==> config.mk <==
export PLATFORM = sky130hd
export DESIGN_NAME = csr_stage
export DESIGN_NICKNAME = d
export VERILOG_FILES = /design/src/common/riscv_csr_pkg.sv /design/src/common/csr_stage_pkg.sv /design/src/csr/csr_regfile.sv /design/src/csr/csr_trap_ctrl.sv /design/src/logic/csr_issue.sv /design/src/logic/csr_stage.sv
export VERILOG_INCLUDE_DIRS = /design/src /design/src/common
export SDC_FILE = /design/constraint.sdc
export NUM_CORES = 1
export LEC_CHECK = 0
export BUFFER_PORTS_ARGS = -buffer_cell sky130_fd_sc_hd__buf_2
export CAP_MARGIN = 30
export CORE_MARGIN = 2
export CORE_UTILIZATION = 30
export DETAILED_ROUTE_END_ITERATION = 16
export GPL_TIMING_DRIVEN = 1
export PLACE_DENSITY = 0.47
export RECOVER_POWER = 50
export SYNTH_ARGS = -nofsm -noshare
export SYNTH_HDL_FRONTEND = slang
export SYNTH_HIERARCHICAL = 1
export SYNTH_SLANG_ARGS = --single-unit
==> constraint.sdc <==
create_clock -name clk -period 8.6 [get_ports clk]
set_input_delay 1.29 -clock clk [delete_from_list [all_inputs] [get_ports clk]]
set_output_delay 1.29 -clock clk [all_outputs]
set_load 0.01 [all_outputs]
==> src/common/csr_settings.svh <==
`ifndef CSR_SETTINGS_SVH
`define CSR_SETTINGS_SVH

// Data path width, RV32 only
`define CSR_XLEN 32

// CSR address field of the instruction
`define CSR_ADDR_W 12

// Pipeline instruction id
`define CSR_ID_W 64

// Free running counters from the core
`define CSR_CNT_W 64

// Saved id after reset, never issued by the pipeline
`define CSR_ID_NONE 64'hffff_0000_0000_0000

// MXL = 32, extensions A, I and M
`define CSR_MISA_VALUE 32'h4000_1101

`endif

==> src/common/riscv_csr_pkg.sv <==
`default_nettype none

`include "csr_settings.svh"

package riscv_csr_pkg;

    // Only user and machine mode exist
    typedef enum logic [1:0] {
        PRIV_USER    = 2'b00,
        PRIV_MACHINE = 2'b11
    } priv_mode_e;

    // Implemented CSR addresses
    typedef enum logic [`CSR_ADDR_W-1:0] {
        CSR_ADDR_CYCLE     = 12'hc00,
        CSR_ADDR_TIME      = 12'hc01,
        CSR_ADDR_CYCLEH    = 12'hc80,
        CSR_ADDR_TIMEH     = 12'hc81,
        CSR_ADDR_MVENDORID = 12'hf11,
        CSR_ADDR_MARCHID   = 12'hf12,
        CSR_ADDR_MIMPID    = 12'hf13,
        CSR_ADDR_MHARTID   = 12'hf14,
        CSR_ADDR_MSTATUS   = 12'h300,
        CSR_ADDR_MISA      = 12'h301,
        CSR_ADDR_MIE       = 12'h304,
        CSR_ADDR_MTVEC     = 12'h305,
        CSR_ADDR_MSCRATCH  = 12'h340,
        CSR_ADDR_MEPC      = 12'h341,
        CSR_ADDR_MCAUSE    = 12'h342,
        CSR_ADDR_MIP       = 12'h344,
        CSR_ADDR_MCYCLE    = 12'hb00,
        CSR_ADDR_MCYCLEH   = 12'hb80
    } csr_addr_e;

    // Interrupt bit in the top position
    typedef enum logic [`CSR_XLEN-1:0] {
        MCAUSE_ECALL_U = 32'h0000_0008,
        MCAUSE_ECALL_M = 32'h0000_000b,
        MCAUSE_IRQ_SW  = 32'h8000_0003,
        MCAUSE_IRQ_TMR = 32'h8000_0007,
        MCAUSE_IRQ_EXT = 32'h8000_000b
    } mcause_e;

    // Bit positions shared by mie and mip
    localparam int IRQ_MSI_BIT = 3;
    localparam int IRQ_MTI_BIT = 7;
    localparam int IRQ_MEI_BIT = 11;

    // Machine interrupt lines as stored in mie and mip
    typedef struct packed {
        logic mei;
        logic mti;
        logic msi;
    } irq_bits_t;

    // Full mstatus word, unused fields stay zero
    typedef struct packed {
        logic [13:0] wpri3;
        logic        mprv;
        logic [3:0]  wpri2;
        priv_mode_e  mpp;
        logic [2:0]  wpri1;
        logic        mpie;
        logic [2:0]  wpri0;
        logic        mie;
        logic [2:0]  wpri_lo;
    } mstatus_t;

    localparam mstatus_t MSTATUS_RESET = '{
        wpri3: '0, mprv: 1'b0, wpri2: '0, mpp: PRIV_MACHINE,
        wpri1: '0, mpie: 1'b0, wpri0: '0, mie: 1'b0, wpri_lo: '0
    };

    // Keep only the implemented fields, MPP is WARL
    function automatic mstatus_t mstatus_from_word(logic [`CSR_XLEN-1:0] w);
        mstatus_t s;
        s      = MSTATUS_RESET;
        s.mprv = w[17];
        s.mpp  = (w[12:11] == 2'b11) ? PRIV_MACHINE : PRIV_USER;
        s.mpie = w[7];
        s.mie  = w[3];
        return s;
    endfunction

    function automatic logic [`CSR_XLEN-1:0] irq_to_word(irq_bits_t b);
        logic [`CSR_XLEN-1:0] w;
        w              = '0;
        w[IRQ_MEI_BIT] = b.mei;
        w[IRQ_MTI_BIT] = b.mti;
        w[IRQ_MSI_BIT] = b.msi;
        return w;
    endfunction

    function automatic irq_bits_t irq_from_word(logic [`CSR_XLEN-1:0] w);
        irq_bits_t b;
        b.mei = w[IRQ_MEI_BIT];
        b.mti = w[IRQ_MTI_BIT];
        b.msi = w[IRQ_MSI_BIT];
        return b;
    endfunction

endpackage

`default_nettype wire

==> src/common/csr_stage_pkg.sv <==
`default_nettype none

`include "csr_settings.svh"

package csr_stage_pkg;

    import riscv_csr_pkg::*;

    // Command decoded by the pipeline for this stage
    typedef enum logic [2:0] {
        CMD_NONE  = 3'd0,
        CMD_WRITE = 3'd1,
        CMD_SET   = 3'd2,
        CMD_CLEAR = 3'd3,
        CMD_ECALL = 3'd4,
        CMD_MRET  = 3'd5
    } csr_cmd_e;

    // One instruction as seen by the CSR stage
    typedef struct packed {
        logic [`CSR_XLEN-1:0]   pc;
        logic [`CSR_ID_W-1:0]   inst_id;
        csr_cmd_e               cmd;
        // Raw address, may be unimplemented
        logic [`CSR_ADDR_W-1:0] addr;
        // rs1 value or zero-extended immediate
        logic [`CSR_XLEN-1:0]   operand;
        // Stores are never interrupted
        logic                   is_store;
    } csr_req_t;

    // Register file state that trap control needs
    typedef struct packed {
        priv_mode_e           mode;
        mstatus_t             mstatus;
        irq_bits_t            mie;
        irq_bits_t            mip;
        logic [`CSR_XLEN-1:0] mtvec;
        logic [`CSR_XLEN-1:0] mepc;
    } trap_view_t;

    // Trap decision, applied by the register file on commit
    typedef struct packed {
        logic    take_interrupt;
        logic    take_ecall;
        logic    take_mret;
        mcause_e cause;
    } trap_event_t;

endpackage

`default_nettype wire

==> src/csr/csr_regfile.sv <==
`timescale 1ns/1ns
`default_nettype none

`include "csr_settings.svh"

module csr_regfile import riscv_csr_pkg::*, csr_stage_pkg::*; (
    input  logic                  clk,
    input  logic                  rst_n,
    input  logic                  commit,
    input  csr_req_t              req,
    input  trap_event_t           event_in,
    input  logic [`CSR_CNT_W-1:0] mtime,
    input  logic [`CSR_CNT_W-1:0] mtimecmp,
    input  logic [`CSR_CNT_W-1:0] cycle_cnt,
    input  logic [`CSR_CNT_W-1:0] time_cnt,
    input  logic                  irq_ext,
    input  logic                  irq_sw,
    output logic [`CSR_XLEN-1:0]  rdata,
    output trap_view_t            view
);

    // Current privilege mode
    priv_mode_e           mode;

    mstatus_t             mstatus;
    irq_bits_t            mie;
    irq_bits_t            mip;
    logic [`CSR_XLEN-1:0] mtvec;
    logic [`CSR_XLEN-1:0] mscratch;
    logic [`CSR_XLEN-1:0] mepc;
    logic [`CSR_XLEN-1:0] mcause;

    logic                 can_access;
    logic                 can_write;
    logic                 is_rmw;
    logic [`CSR_XLEN-1:0] cur_val;
    logic [`CSR_XLEN-1:0] wdata;

    // Bits 9:8 give the lowest mode allowed
    assign can_access = req.addr[9:8] <= mode;
    // Bits 11:10 both set means read-only
    assign can_write  = can_access && !req.addr[10];

    assign is_rmw = (req.cmd == CMD_WRITE) || (req.cmd == CMD_SET) ||
                    (req.cmd == CMD_CLEAR);

    // Old value of the addressed CSR
    always_comb begin
        case (req.addr)
            CSR_ADDR_CYCLE, CSR_ADDR_MCYCLE:   cur_val = cycle_cnt[`CSR_XLEN-1:0];
            CSR_ADDR_CYCLEH, CSR_ADDR_MCYCLEH: cur_val = cycle_cnt[`CSR_CNT_W-1:`CSR_XLEN];
            CSR_ADDR_TIME:                     cur_val = time_cnt[`CSR_XLEN-1:0];
            CSR_ADDR_TIMEH:                    cur_val = time_cnt[`CSR_CNT_W-1:`CSR_XLEN];
            // ID registers read as zero
            CSR_ADDR_MVENDORID, CSR_ADDR_MARCHID,
            CSR_ADDR_MIMPID, CSR_ADDR_MHARTID: cur_val = '0;
            CSR_ADDR_MSTATUS:                  cur_val = mstatus;
            CSR_ADDR_MISA:                     cur_val = `CSR_MISA_VALUE;
            CSR_ADDR_MIE:                      cur_val = irq_to_word(mie);
            CSR_ADDR_MTVEC:                    cur_val = mtvec;
            CSR_ADDR_MSCRATCH:                 cur_val = mscratch;
            CSR_ADDR_MEPC:                     cur_val = mepc;
            CSR_ADDR_MCAUSE:                   cur_val = mcause;
            CSR_ADDR_MIP:                      cur_val = irq_to_word(mip);
            default:                           cur_val = '0;
        endcase
    end

    // Write merge for csrrw, csrrs and csrrc
    always_comb begin
        case (req.cmd)
            CMD_WRITE: wdata = req.operand;
            CMD_SET:   wdata = cur_val | req.operand;
            CMD_CLEAR: wdata = cur_val & ~req.operand;
            default:   wdata = cur_val;
        endcase
    end

    // Old value returned, zero when refused
    always_ff @(posedge clk or negedge rst_n) begin
        if (!rst_n) begin
            rdata <= '0;
        end else if (commit) begin
            rdata <= can_access ? cur_val : '0;
        end
    end

    // Pending lines sampled every cycle, not writable
    always_ff @(posedge clk or negedge rst_n) begin
        if (!rst_n) begin
            mip <= '0;
        end else begin
            mip.mei <= irq_ext;
            mip.msi <= irq_sw;
            mip.mti <= mtime >= mtimecmp;
        end
    end

    always_ff @(posedge clk or negedge rst_n) begin
        if (!rst_n) begin
            mode     <= PRIV_MACHINE;
            mstatus  <= MSTATUS_RESET;
            mie      <= '0;
            mtvec    <= '0;
            mscratch <= '0;
            mepc     <= '0;
            mcause   <= '0;
        end else if (commit) begin
            if (event_in.take_interrupt || event_in.take_ecall) begin
                // Trap entry into machine mode
                mepc         <= req.pc;
                mcause       <= event_in.cause;
                mstatus.mpp  <= mode;
                mstatus.mpie <= mstatus.mie;
                mstatus.mie  <= 1'b0;
                mode         <= PRIV_MACHINE;
            end else if (event_in.take_mret) begin
                // Return to the mode saved in MPP
                mstatus.mie  <= mstatus.mpie;
                mstatus.mpie <= 1'b1;
                mode         <= mstatus.mpp;
                mstatus.mpp  <= PRIV_USER;
                if (mstatus.mpp != PRIV_MACHINE) begin
                    mstatus.mprv <= 1'b0;
                end
            end else if (is_rmw && can_write) begin
                // misa, mip and counters ignore writes
                case (req.addr)
                    CSR_ADDR_MSTATUS:  mstatus  <= mstatus_from_word(wdata);
                    CSR_ADDR_MIE:      mie      <= irq_from_word(wdata);
                    CSR_ADDR_MTVEC:    mtvec    <= wdata;
                    CSR_ADDR_MSCRATCH: mscratch <= wdata;
                    CSR_ADDR_MEPC:     mepc     <= {wdata[`CSR_XLEN-1:2], 2'b00};
                    CSR_ADDR_MCAUSE:   mcause   <= wdata;
                    default: begin
                    end
                endcase
            end
        end
    end

    // State for the trap decision
    assign view = '{
        mode:    mode,
        mstatus: mstatus,
        mie:     mie,
        mip:     mip,
        mtvec:   mtvec,
        mepc:    mepc
    };

endmodule

`default_nettype wire

==> src/csr/csr_trap_ctrl.sv <==
`timescale 1ns/1ns
`default_nettype none

`include "csr_settings.svh"

module csr_trap_ctrl import riscv_csr_pkg::*, csr_stage_pkg::*; (
    input  logic                 clk,
    input  logic                 rst_n,
    input  logic                 valid,
    input  logic                 commit,
    input  csr_req_t             req,
    input  trap_view_t           view,
    output trap_event_t          event_out,
    output logic                 irq_pending,
    output logic                 trap,
    output logic [`CSR_XLEN-1:0] trap_vector
);

    logic                 irq_global;
    logic                 irq_ext_en;
    logic                 irq_sw_en;
    logic                 irq_tmr_en;
    mcause_e              irq_cause;
    mcause_e              ecall_cause;
    logic                 take_irq;
    logic                 take_ecall;
    logic                 take_mret;
    logic                 trap_now;
    logic                 trap_hold;
    logic [`CSR_XLEN-1:0] mtvec_base;
    logic [`CSR_XLEN-1:0] irq_target;
    logic [`CSR_XLEN-1:0] next_vector;

    // User mode is always interruptible by machine interrupts
    assign irq_global = (view.mode == PRIV_USER) || view.mstatus.mie;

    assign irq_ext_en = irq_global && view.mip.mei && view.mie.mei;
    assign irq_sw_en  = irq_global && view.mip.msi && view.mie.msi;
    assign irq_tmr_en = irq_global && view.mip.mti && view.mie.mti;

    // External first, then software, then timer
    assign irq_cause = irq_ext_en ? MCAUSE_IRQ_EXT :
                       irq_sw_en  ? MCAUSE_IRQ_SW  : MCAUSE_IRQ_TMR;

    assign ecall_cause = (view.mode == PRIV_USER) ? MCAUSE_ECALL_U : MCAUSE_ECALL_M;

    // Stores must complete, so they are never interrupted
    assign irq_pending = (irq_ext_en || irq_sw_en || irq_tmr_en) && !req.is_store;

    // Interrupt wins over ecall and mret
    assign take_irq   = valid && irq_pending;
    assign take_ecall = valid && !irq_pending && (req.cmd == CMD_ECALL);
    assign take_mret  = valid && !irq_pending && (req.cmd == CMD_MRET);
    assign trap_now   = take_irq || take_ecall || take_mret;

    assign event_out = '{
        take_interrupt: take_irq,
        take_ecall:     take_ecall,
        take_mret:      take_mret,
        cause:          take_irq ? irq_cause : ecall_cause
    };

    // Low two bits of mtvec are the mode field
    assign mtvec_base = {view.mtvec[`CSR_XLEN-1:2], 2'b00};

    // Vectored mode adds 4 x cause code, interrupts only
    assign irq_target = (view.mtvec[1:0] == 2'b01) ?
                        mtvec_base + {irq_cause[`CSR_XLEN-3:0], 2'b00} : mtvec_base;

    assign next_vector = take_irq   ? irq_target :
                         take_ecall ? mtvec_base : view.mepc;

    // Trap state changes right after commit, so the decision is held
    // for the rest of the cycles of this instruction
    always_ff @(posedge clk or negedge rst_n) begin
        if (!rst_n) begin
            trap_hold <= 1'b0;
        end else if (commit) begin
            trap_hold <= trap_now;
        end
    end

    assign trap = valid && (commit ? trap_now : trap_hold);

    // Target stays until the next trapping commit
    always_ff @(posedge clk or negedge rst_n) begin
        if (!rst_n) begin
            trap_vector <= '0;
        end else if (commit && trap_now) begin
            trap_vector <= next_vector;
        end
    end

endmodule

`default_nettype wire

==> src/logic/csr_issue.sv <==
`timescale 1ns/1ns
`default_nettype none

`include "csr_settings.svh"

module csr_issue (
    input  logic                 clk,
    input  logic                 rst_n,
    input  logic                 valid,
    input  logic [`CSR_ID_W-1:0] inst_id,
    input  logic                 needs_stall,
    output logic                 commit,
    output logic                 stall
);

    // Id of the last instruction seen with valid high
    logic [`CSR_ID_W-1:0] saved_id;
    logic                 is_new;

    // New instruction only when the id changes
    assign is_new = valid && (inst_id != saved_id);

    // One commit per id, a held request never commits twice
    assign commit = is_new;

    // Pipeline waits one cycle for registered results
    assign stall = is_new && needs_stall;

    // Saved id catches up in the commit cycle
    // so the next cycle sees the same id and releases the stall
    always_ff @(posedge clk or negedge rst_n) begin
        if (!rst_n) begin
            saved_id <= `CSR_ID_NONE;
        end else if (valid) begin
            saved_id <= inst_id;
        end
    end

endmodule

`default_nettype wire

==> src/logic/csr_stage.sv <==
`timescale 1ns/1ns
`default_nettype none

`include "csr_settings.svh"

module csr_stage import csr_stage_pkg::*; (
    input  logic                  clk,
    input  logic                  rst_n,
    input  logic                  csr_valid,
    input  csr_req_t              csr_req,
    input  logic [`CSR_CNT_W-1:0] mtime,
    input  logic [`CSR_CNT_W-1:0] mtimecmp,
    input  logic [`CSR_CNT_W-1:0] cycle_cnt,
    input  logic [`CSR_CNT_W-1:0] time_cnt,
    input  logic                  irq_ext,
    input  logic                  irq_sw,
    output logic [`CSR_XLEN-1:0]  csr_rdata,
    output logic                  csr_stall,
    output logic                  csr_trap,
    output logic [`CSR_XLEN-1:0]  csr_trap_vector
);

    logic        commit;
    logic        irq_pending;
    logic        needs_stall;
    trap_view_t  view;
    trap_event_t trap_event;

    // Any command or a pending interrupt needs a registered result
    assign needs_stall = (csr_req.cmd != CMD_NONE) || irq_pending;

    csr_issue i_csr_issue (
        .clk         (clk),
        .rst_n       (rst_n),
        .valid       (csr_valid),
        .inst_id     (csr_req.inst_id),
        .needs_stall (needs_stall),
        .commit      (commit),
        .stall       (csr_stall)
    );

    csr_regfile i_csr_regfile (
        .clk       (clk),
        .rst_n     (rst_n),
        .commit    (commit),
        .req       (csr_req),
        .event_in  (trap_event),
        .mtime     (mtime),
        .mtimecmp  (mtimecmp),
        .cycle_cnt (cycle_cnt),
        .time_cnt  (time_cnt),
        .irq_ext   (irq_ext),
        .irq_sw    (irq_sw),
        .rdata     (csr_rdata),
        .view      (view)
    );

    csr_trap_ctrl i_csr_trap_ctrl (
        .clk         (clk),
        .rst_n       (rst_n),
        .valid       (csr_valid),
        .commit      (commit),
        .req         (csr_req),
        .view        (view),
        .event_out   (trap_event),
        .irq_pending (irq_pending),
        .trap        (csr_trap),
        .trap_vector (csr_trap_vector)
    );

endmodule

`default_nettype wire

==> flow_summary_export.csv, run 1 <==
group,metric,value,unit
run_status,outcome,"complete, but fails checks",
run_status,violated_checks,"capacitance limit, slew limit",
floorplanning,die-width,249.4,µm
detailed_routing,via_count,17560,
clocking,clk-insertion-delay-late,560,ps
placed_design,globalplace.congestion,0.9143,
placed_design,dp.final_hpwl,58470,µm
detailed_routing,remaining_drc_errors,0,
worst_setup_path,cp_max_fo,75,
clocking,cts_inserted_buffers,35,
clocking,ctsHoldBuffers,0,
run,drv.max_cap_violation_count,3,
timing,hold_viol_final,0,
timing,post-route-period-util,66.60,%
clocking,clockRootBuffer,"sky130_fd_sc_hd__clkbuf_16",
clocking,clk_pin_slew,60,ps
global_route,global_route.overflow_total,0,
cells_and_area,final_layout_size_suffix_gt1_share,30.35,%
synthesis,synthesis.area,0.01807,mm²
floorplanning,top_level_ports,471,
power,switching_portion_of_total_power,28.95,%
worst_setup_path,required_worst_endpoint,8960,ps
placed_design,post_placement_cell_area,0.02099,mm²
timing,fmax,174.6,MHz
floorplanning,core_region_area,0.05924,mm²
synthesis,netlist_instances,1973,
power,power_per_cell_area,156.1,mW/mm²
timing,finalClockSkew,27.37,ps
timing,slew_violations,207,
detailed_routing,first_pass_iters,7,
clocking,cts_repair_resize_count,0,
global_route,initial_antenna_violation_count,9,
global_route,grt_first_pass_wirelength,116500,µm
clocking,tritoncts,"built",
power,share_comb_of_total_power,16.3,%
cells_and_area,fill_cells,6108,
synthesis,syn_avg_cell_area,9.159,µm²
cells_and_area,finalNonFillerCells,3188,
placed_design,placed_cells,3122,
timing,min_clock_period_post_route,5728,ps
worst_setup_path,critical_path_class,"primary input to async pin",
power,power.ir.vdd_worst,0.0001135,V
detailed_routing,wl_per_cell,24.77,µm
worst_setup_path,cp_data_arrival_time,6090,ps
power,p_clk_share,41.9,%
floorplanning,placementRows,89,
detailed_routing,detailedRoute.firstIterationViolations,1426,
min_path,hold_path.class,"register to register",
global_route,largest_net_degree_at_the_start_of_global_routing,76,
clocking,clock_tree.buffer_depth,3,
power,power_leakage,0.01017,µW
cells_and_area,areaGrowthSynthToFinish,22.38,%
worst_setup_path,startpoint_type,"primary input",
timing,layout_setup_ws,2872,ps
timing,tightestPinTransition,4479,ps
global_route,globalRouteTotalUtil,24.78,%
cells_and_area,finalInstanceArea,0.02211,mm²
power,power_report.internal_total,2453,µW
floorplanning,die_area,0.06221,mm²
timing,finalSetupTns,0,ps
global_route,via_count_of_the_first_global_routing_pass,17670,
synthesis,ys_warn_count,6,
worst_setup_path,critPathSlowestCell,"sky130_fd_sc_hd__clkbuf_1",
floorplanning,initial_core_util,30.50,%
worst_setup_path,crit_path_capture_type,"async pin",
timing,final_setup_violations,0,
worst_setup_path,timing.critical_path.buf_inv,2,
cells_and_area,layout.cells.most_common,"sky130_fd_sc_hd__buf_2",
worst_setup_path,worstPathCellList,"clkbuf_1 > clkbuf_2",
floorplanning,floorplan.die.height,249.4,µm
power,switchingPower,999.4,µW
worst_setup_path,critical-path-top-delay-family,"buffers and inverters",
cells_and_area,most_frequent_cells_in_the_layout,"sky130_fd_sc_hd__buf_2, sky130_fd_sc_hd__dfrtp_1, sky130_fd_sc_hd__nand2_1",
placed_design,post-place-ws,2979,ps
clocking,post-cts-setup-buffer-count,0,
detailed_routing,antenna_violating_nets_post_route,0,
detailed_routing,drt-vias-per-instance,5.507,
clocking,ctsHtreeMaxLevel,2,
clocking,cts.sinks,270,
placed_design,placement.io_buffers,470,
timing,rsz0062_at_grt,"no",
detailed_routing,postRouteWirelength,78960,µm
power,power.sequential.fraction,41.8,%
worst_setup_path,timing.critical_path.slowest_cell_delay,3060,ps
cells_and_area,final_nets,2861,
timing,slew_headroom,-198.6,%
-- power by group through the flow --
stage	sequential [µW]	combinational (µW)	clock [µW]
floorplan	1440	291	0
global placement	1460	552	0
detailed placement	1460	563	0
CTS	1440	565	1490
global route	1450	621	1540
finish	1440	562	1450
-- routing by layer --
metal | track usage, % | up-vias | routed length, µm
met4 | 8.313 | 10 | 2536
met1 | 33.56 | 8607 | 34840
met2 | 39.16 | 733 | 35680
met3 | 5.298 | 141 | 5822
li1 | - | 8064 | -
met5 | 0 | - | 68
-- cell type report --
cell class | count | area (µm²) | share of cell area [%]
Multi-Input combinational cell | 1454 | 10130 | 45.82
Timing Repair Buffer | 512 | 2680 | 12.12
Clock inverter | 9 | 60.06 | 0.2716
Tap cell | 773 | 967.2 | 4.374
Antenna cell | 3 | 7.507 | 0.03395
Clock buffer | 53 | 1055 | 4.770
Inverter | 114 | 430.4 | 1.946
Sequential cell | 270 | 6782 | 30.67
-- final timing paths --
path / from / to / slack [ps] / cells past startpoint
hold / removal: i_csr_trap_ctrl/trap_vector[3] / i_csr_trap_ctrl/trap_vector[3] / 480 / 2
setup reg to reg: i_csr_regfile/view[64] / i_csr_regfile/mscratch[28] / 3920 / 8
hold reg to reg: i_csr_trap_ctrl/trap_vector[3] / i_csr_trap_ctrl/trap_vector[3] / 480 / 2
max in group clk: csr_req[66] / csr_trap / 3050 / 11
min in group asynchronous: rst_n / i_csr_regfile/view[65] / 2310 / 1
setup / recovery: rst_n / i_csr_regfile/rdata[26] / 2870 / 2
-- flip-flops by register name, indices dropped and copies added, names as in the netlist --
signal,flops
i_csr_regfile/mcause,32
i_csr_trap_ctrl/trap_hold,1
i_csr_regfile/mode,2
i_csr_regfile/mtvec,32
i_csr_regfile/rdata,32
i_csr_trap_ctrl/trap_vector,32
i_csr_regfile/mscratch,32
i_csr_regfile/mepc,32
i_csr_regfile/view,11
i_csr_issue/saved_id,64
-- through the flow --
step,hold WS (ps),power [µW],util (%)
3_3_place_gp,462.3,2014,35.38
5_1_grt,492.1,3612,37.32
2_1_floorplan,438.4,1732,-
6_report,476.9,3452,37.33
3_5_place_dp,464.3,2027,35.42
4_1_cts,480.2,3496,37.30
Power figures use the tool's default switching activity.
==> inputs of run 2 (changes only) <==
ABC_AREA = 1   (was unset)
clock period = 5.8 ns   (was 8.6 ns; I/O delays follow)
==> run 2 against run 1 <==
The flow still finishes with violations (capacitance limit, slew limit). Synthesized area increased by 5.4%. Largest power group unchanged. Clock-buffer cell count increased by 4. Largest cell class unchanged. First-iteration DRC count increased by 11%. Highest routed layer unchanged. Die area increased by 5.3%. Via count increased by 13%. Non-clock buffer count decreased by 22. Synthesized cell count increased by 41%. Cell count increased by 28%.
==> flow_summary_export.csv, run 2 <==
group,metric,value,unit
cells_and_area,largest_reg_flops,64,
placed_design,dp.final_hpwl,61100,µm
global_route,globalRouteTotalUtil,23.50,%
global_route,initial_antenna_violation_count,15,
detailed_routing,wl_per_cell,19.18,µm
clocking,cts_repair_resize_count,0,
run,drv.max_cap_violation_count,1,
synthesis,netlist_instances,2784,
cells_and_area,fill_cells,6921,
cells_and_area,largest_register,"i_csr_issue/saved_id",
detailed_routing,drt-vias-per-instance,4.860,
cells_and_area,regArea,0.006782,mm²
placed_design,globalplace.congestion,0.9034,
global_route,via_count_of_the_first_global_routing_pass,19350,
detailed_routing,remaining_drc_errors,0,
floorplanning,initial_core_util,30.29,%
run_status,outcome,"complete, but fails checks",
clocking,clk-insertion-delay-late,560,ps
worst_setup_path,cp_data_arrival_time,2890,ps
min_path,hold_path.class,"primary input to register",
synthesis,syn_avg_cell_area,6.838,µm²
placed_design,post-place-ws,1585,ps
timing,rsz0062_at_grt,"no",
timing,slew_violations,114,
timing,fmax,265.7,MHz
worst_setup_path,critical_path_class,"primary input to primary output",
clocking,clock_tree.buffer_depth,3,
timing,hold_ws,431.4,ps
clocking,ctsHoldBuffers,0,
timing,finalSetupTns,0,ps
floorplanning,placementRows,92,
clocking,post-cts-setup-buffer-count,0,
floorplanning,top_level_ports,471,
worst_setup_path,startpoint_type,"primary input",
detailed_routing,antenna_violating_nets_post_route,0,
power,power_per_cell_area,243.0,mW/mm²
floorplanning,die-width,255.9,µm
clocking,cts.sinks,270,
worst_setup_path,required_worst_endpoint,4930,ps
global_route,global_route.overflow_total,0,
detailed_routing,detailedRoute.firstIterationViolations,1578,
timing,post-route-period-util,64.88,%
floorplanning,core_region_area,0.06285,mm²
worst_setup_path,crit_path_capture_type,"primary output",
synthesis,ys_warn_count,6,
clocking,clockRootBuffer,"sky130_fd_sc_hd__clkbuf_16",
cells_and_area,most_frequent_cells_in_the_layout,"sky130_fd_sc_hd__nand2_1, sky130_fd_sc_hd__buf_2, sky130_fd_sc_hd__inv_1",
floorplanning,floorplan.die.height,255.9,µm
timing,layout_setup_ws,2037,ps
cells_and_area,layout.cells.most_common,"sky130_fd_sc_hd__nand2_1",
floorplanning,die_area,0.06549,mm²
placed_design,placement.io_buffers,470,
timing,min_clock_period_post_route,3763,ps
worst_setup_path,cp_max_fo,46,
power,total_power,5619,µW
cells_and_area,final_nets,3672,
global_route,largest_net_degree_at_the_start_of_global_routing,117,
clocking,ctsHtreeMaxLevel,2,
global_route,grt_first_pass_wirelength,118300,µm
timing,slew_headroom,-109.8,%
power,power_leakage,0.01307,µW
clocking,tritoncts,"built",
clocking,clk_pin_slew,50,ps
detailed_routing,via_count,19830,
cells_and_area,multi_input_comb_area,0.01004,mm²
run_status,violated_checks,"capacitance limit, slew limit",
timing,final_setup_violations,0,
timing,tightestPinTransition,3147,ps
detailed_routing,postRouteWirelength,78240,µm
clocking,cts_inserted_buffers,36,
power,power.ir.vdd_worst,0.0001435,V
cells_and_area,final_layout_size_suffix_gt1_share,20.18,%
detailed_routing,first_pass_iters,5,
timing,hold_viol_final,0,
timing,finalClockSkew,20.23,ps
cells_and_area,areaGrowthSynthToFinish,21.46,%
synthesis,synthesis.area,0.01904,mm²
[run 2: routing by layer]
metal  global-route usage [%]  vias up  share of wire (%)
met5                        0        -              0.035
met4                    6.222        4                2.3
met3                    4.882       99                7.3
met2                    36.04      753                 43
met1                    33.45     9196                 47
li1                         -     9778                  -
[run 2: path summary, 6_finish.rpt]
check	from	endpoint	slack [ps]	cells after the start
setup reg to reg	i_csr_regfile/view[69]	i_csr_regfile/mscratch[3]	2210	13
hold / removal	irq_ext	i_csr_regfile/view[66]	430	1
max in group asynchronous	rst_n	i_csr_trap_ctrl/trap_vector[30]	2090	2
setup / recovery	csr_req[46]	csr_trap	2040	9
min in group asynchronous	rst_n	i_csr_issue/saved_id[22]	1250	1
hold reg to reg	i_csr_trap_ctrl/trap_vector[15]	i_csr_trap_ctrl/trap_vector[15]	470	2
[run 2: area by class of cell]
class | count | area share [%]
Antenna cell | 8 | 0.08658
Clock buffer | 57 | 4.718
Clock inverter | 9 | 0.3517
Inverter | 405 | 6.585
Multi-Input combinational cell | 1995 | 43.41
Sequential cell | 270 | 29.33
Tap cell | 846 | 4.578
Timing Repair Buffer | 490 | 10.95
[run 2: power by group]
part	switching, µW	internal (µW)	total [µW]
Clock	922	1340	2260
Combinational	668	451	1120
Sequential	126	2110	2240
Total	1720	3900	5620
[run 2: critical path: stages]
cell	delay, ps
sky130_fd_sc_hd__buf_2	130
sky130_fd_sc_hd__inv_1	50
sky130_fd_sc_hd__nand2_1	60
sky130_fd_sc_hd__nor2_1	280
sky130_fd_sc_hd__nand3_4	480
sky130_fd_sc_hd__nand3_2	270
sky130_fd_sc_hd__nand2_4	250
sky130_fd_sc_hd__a21boi_0	290
sky130_fd_sc_hd__buf_2	190
[run 2: through the flow]
stage,instance area (µm²),utilization [%],std cells
after floorplan,19140,-,2810
after global placement,21920,34.88,4005
after detailed placement,21950,34.92,4006
after CTS,23120,36.79,4072
after global routing,23120,36.78,4078
final,23120,36.79,4080
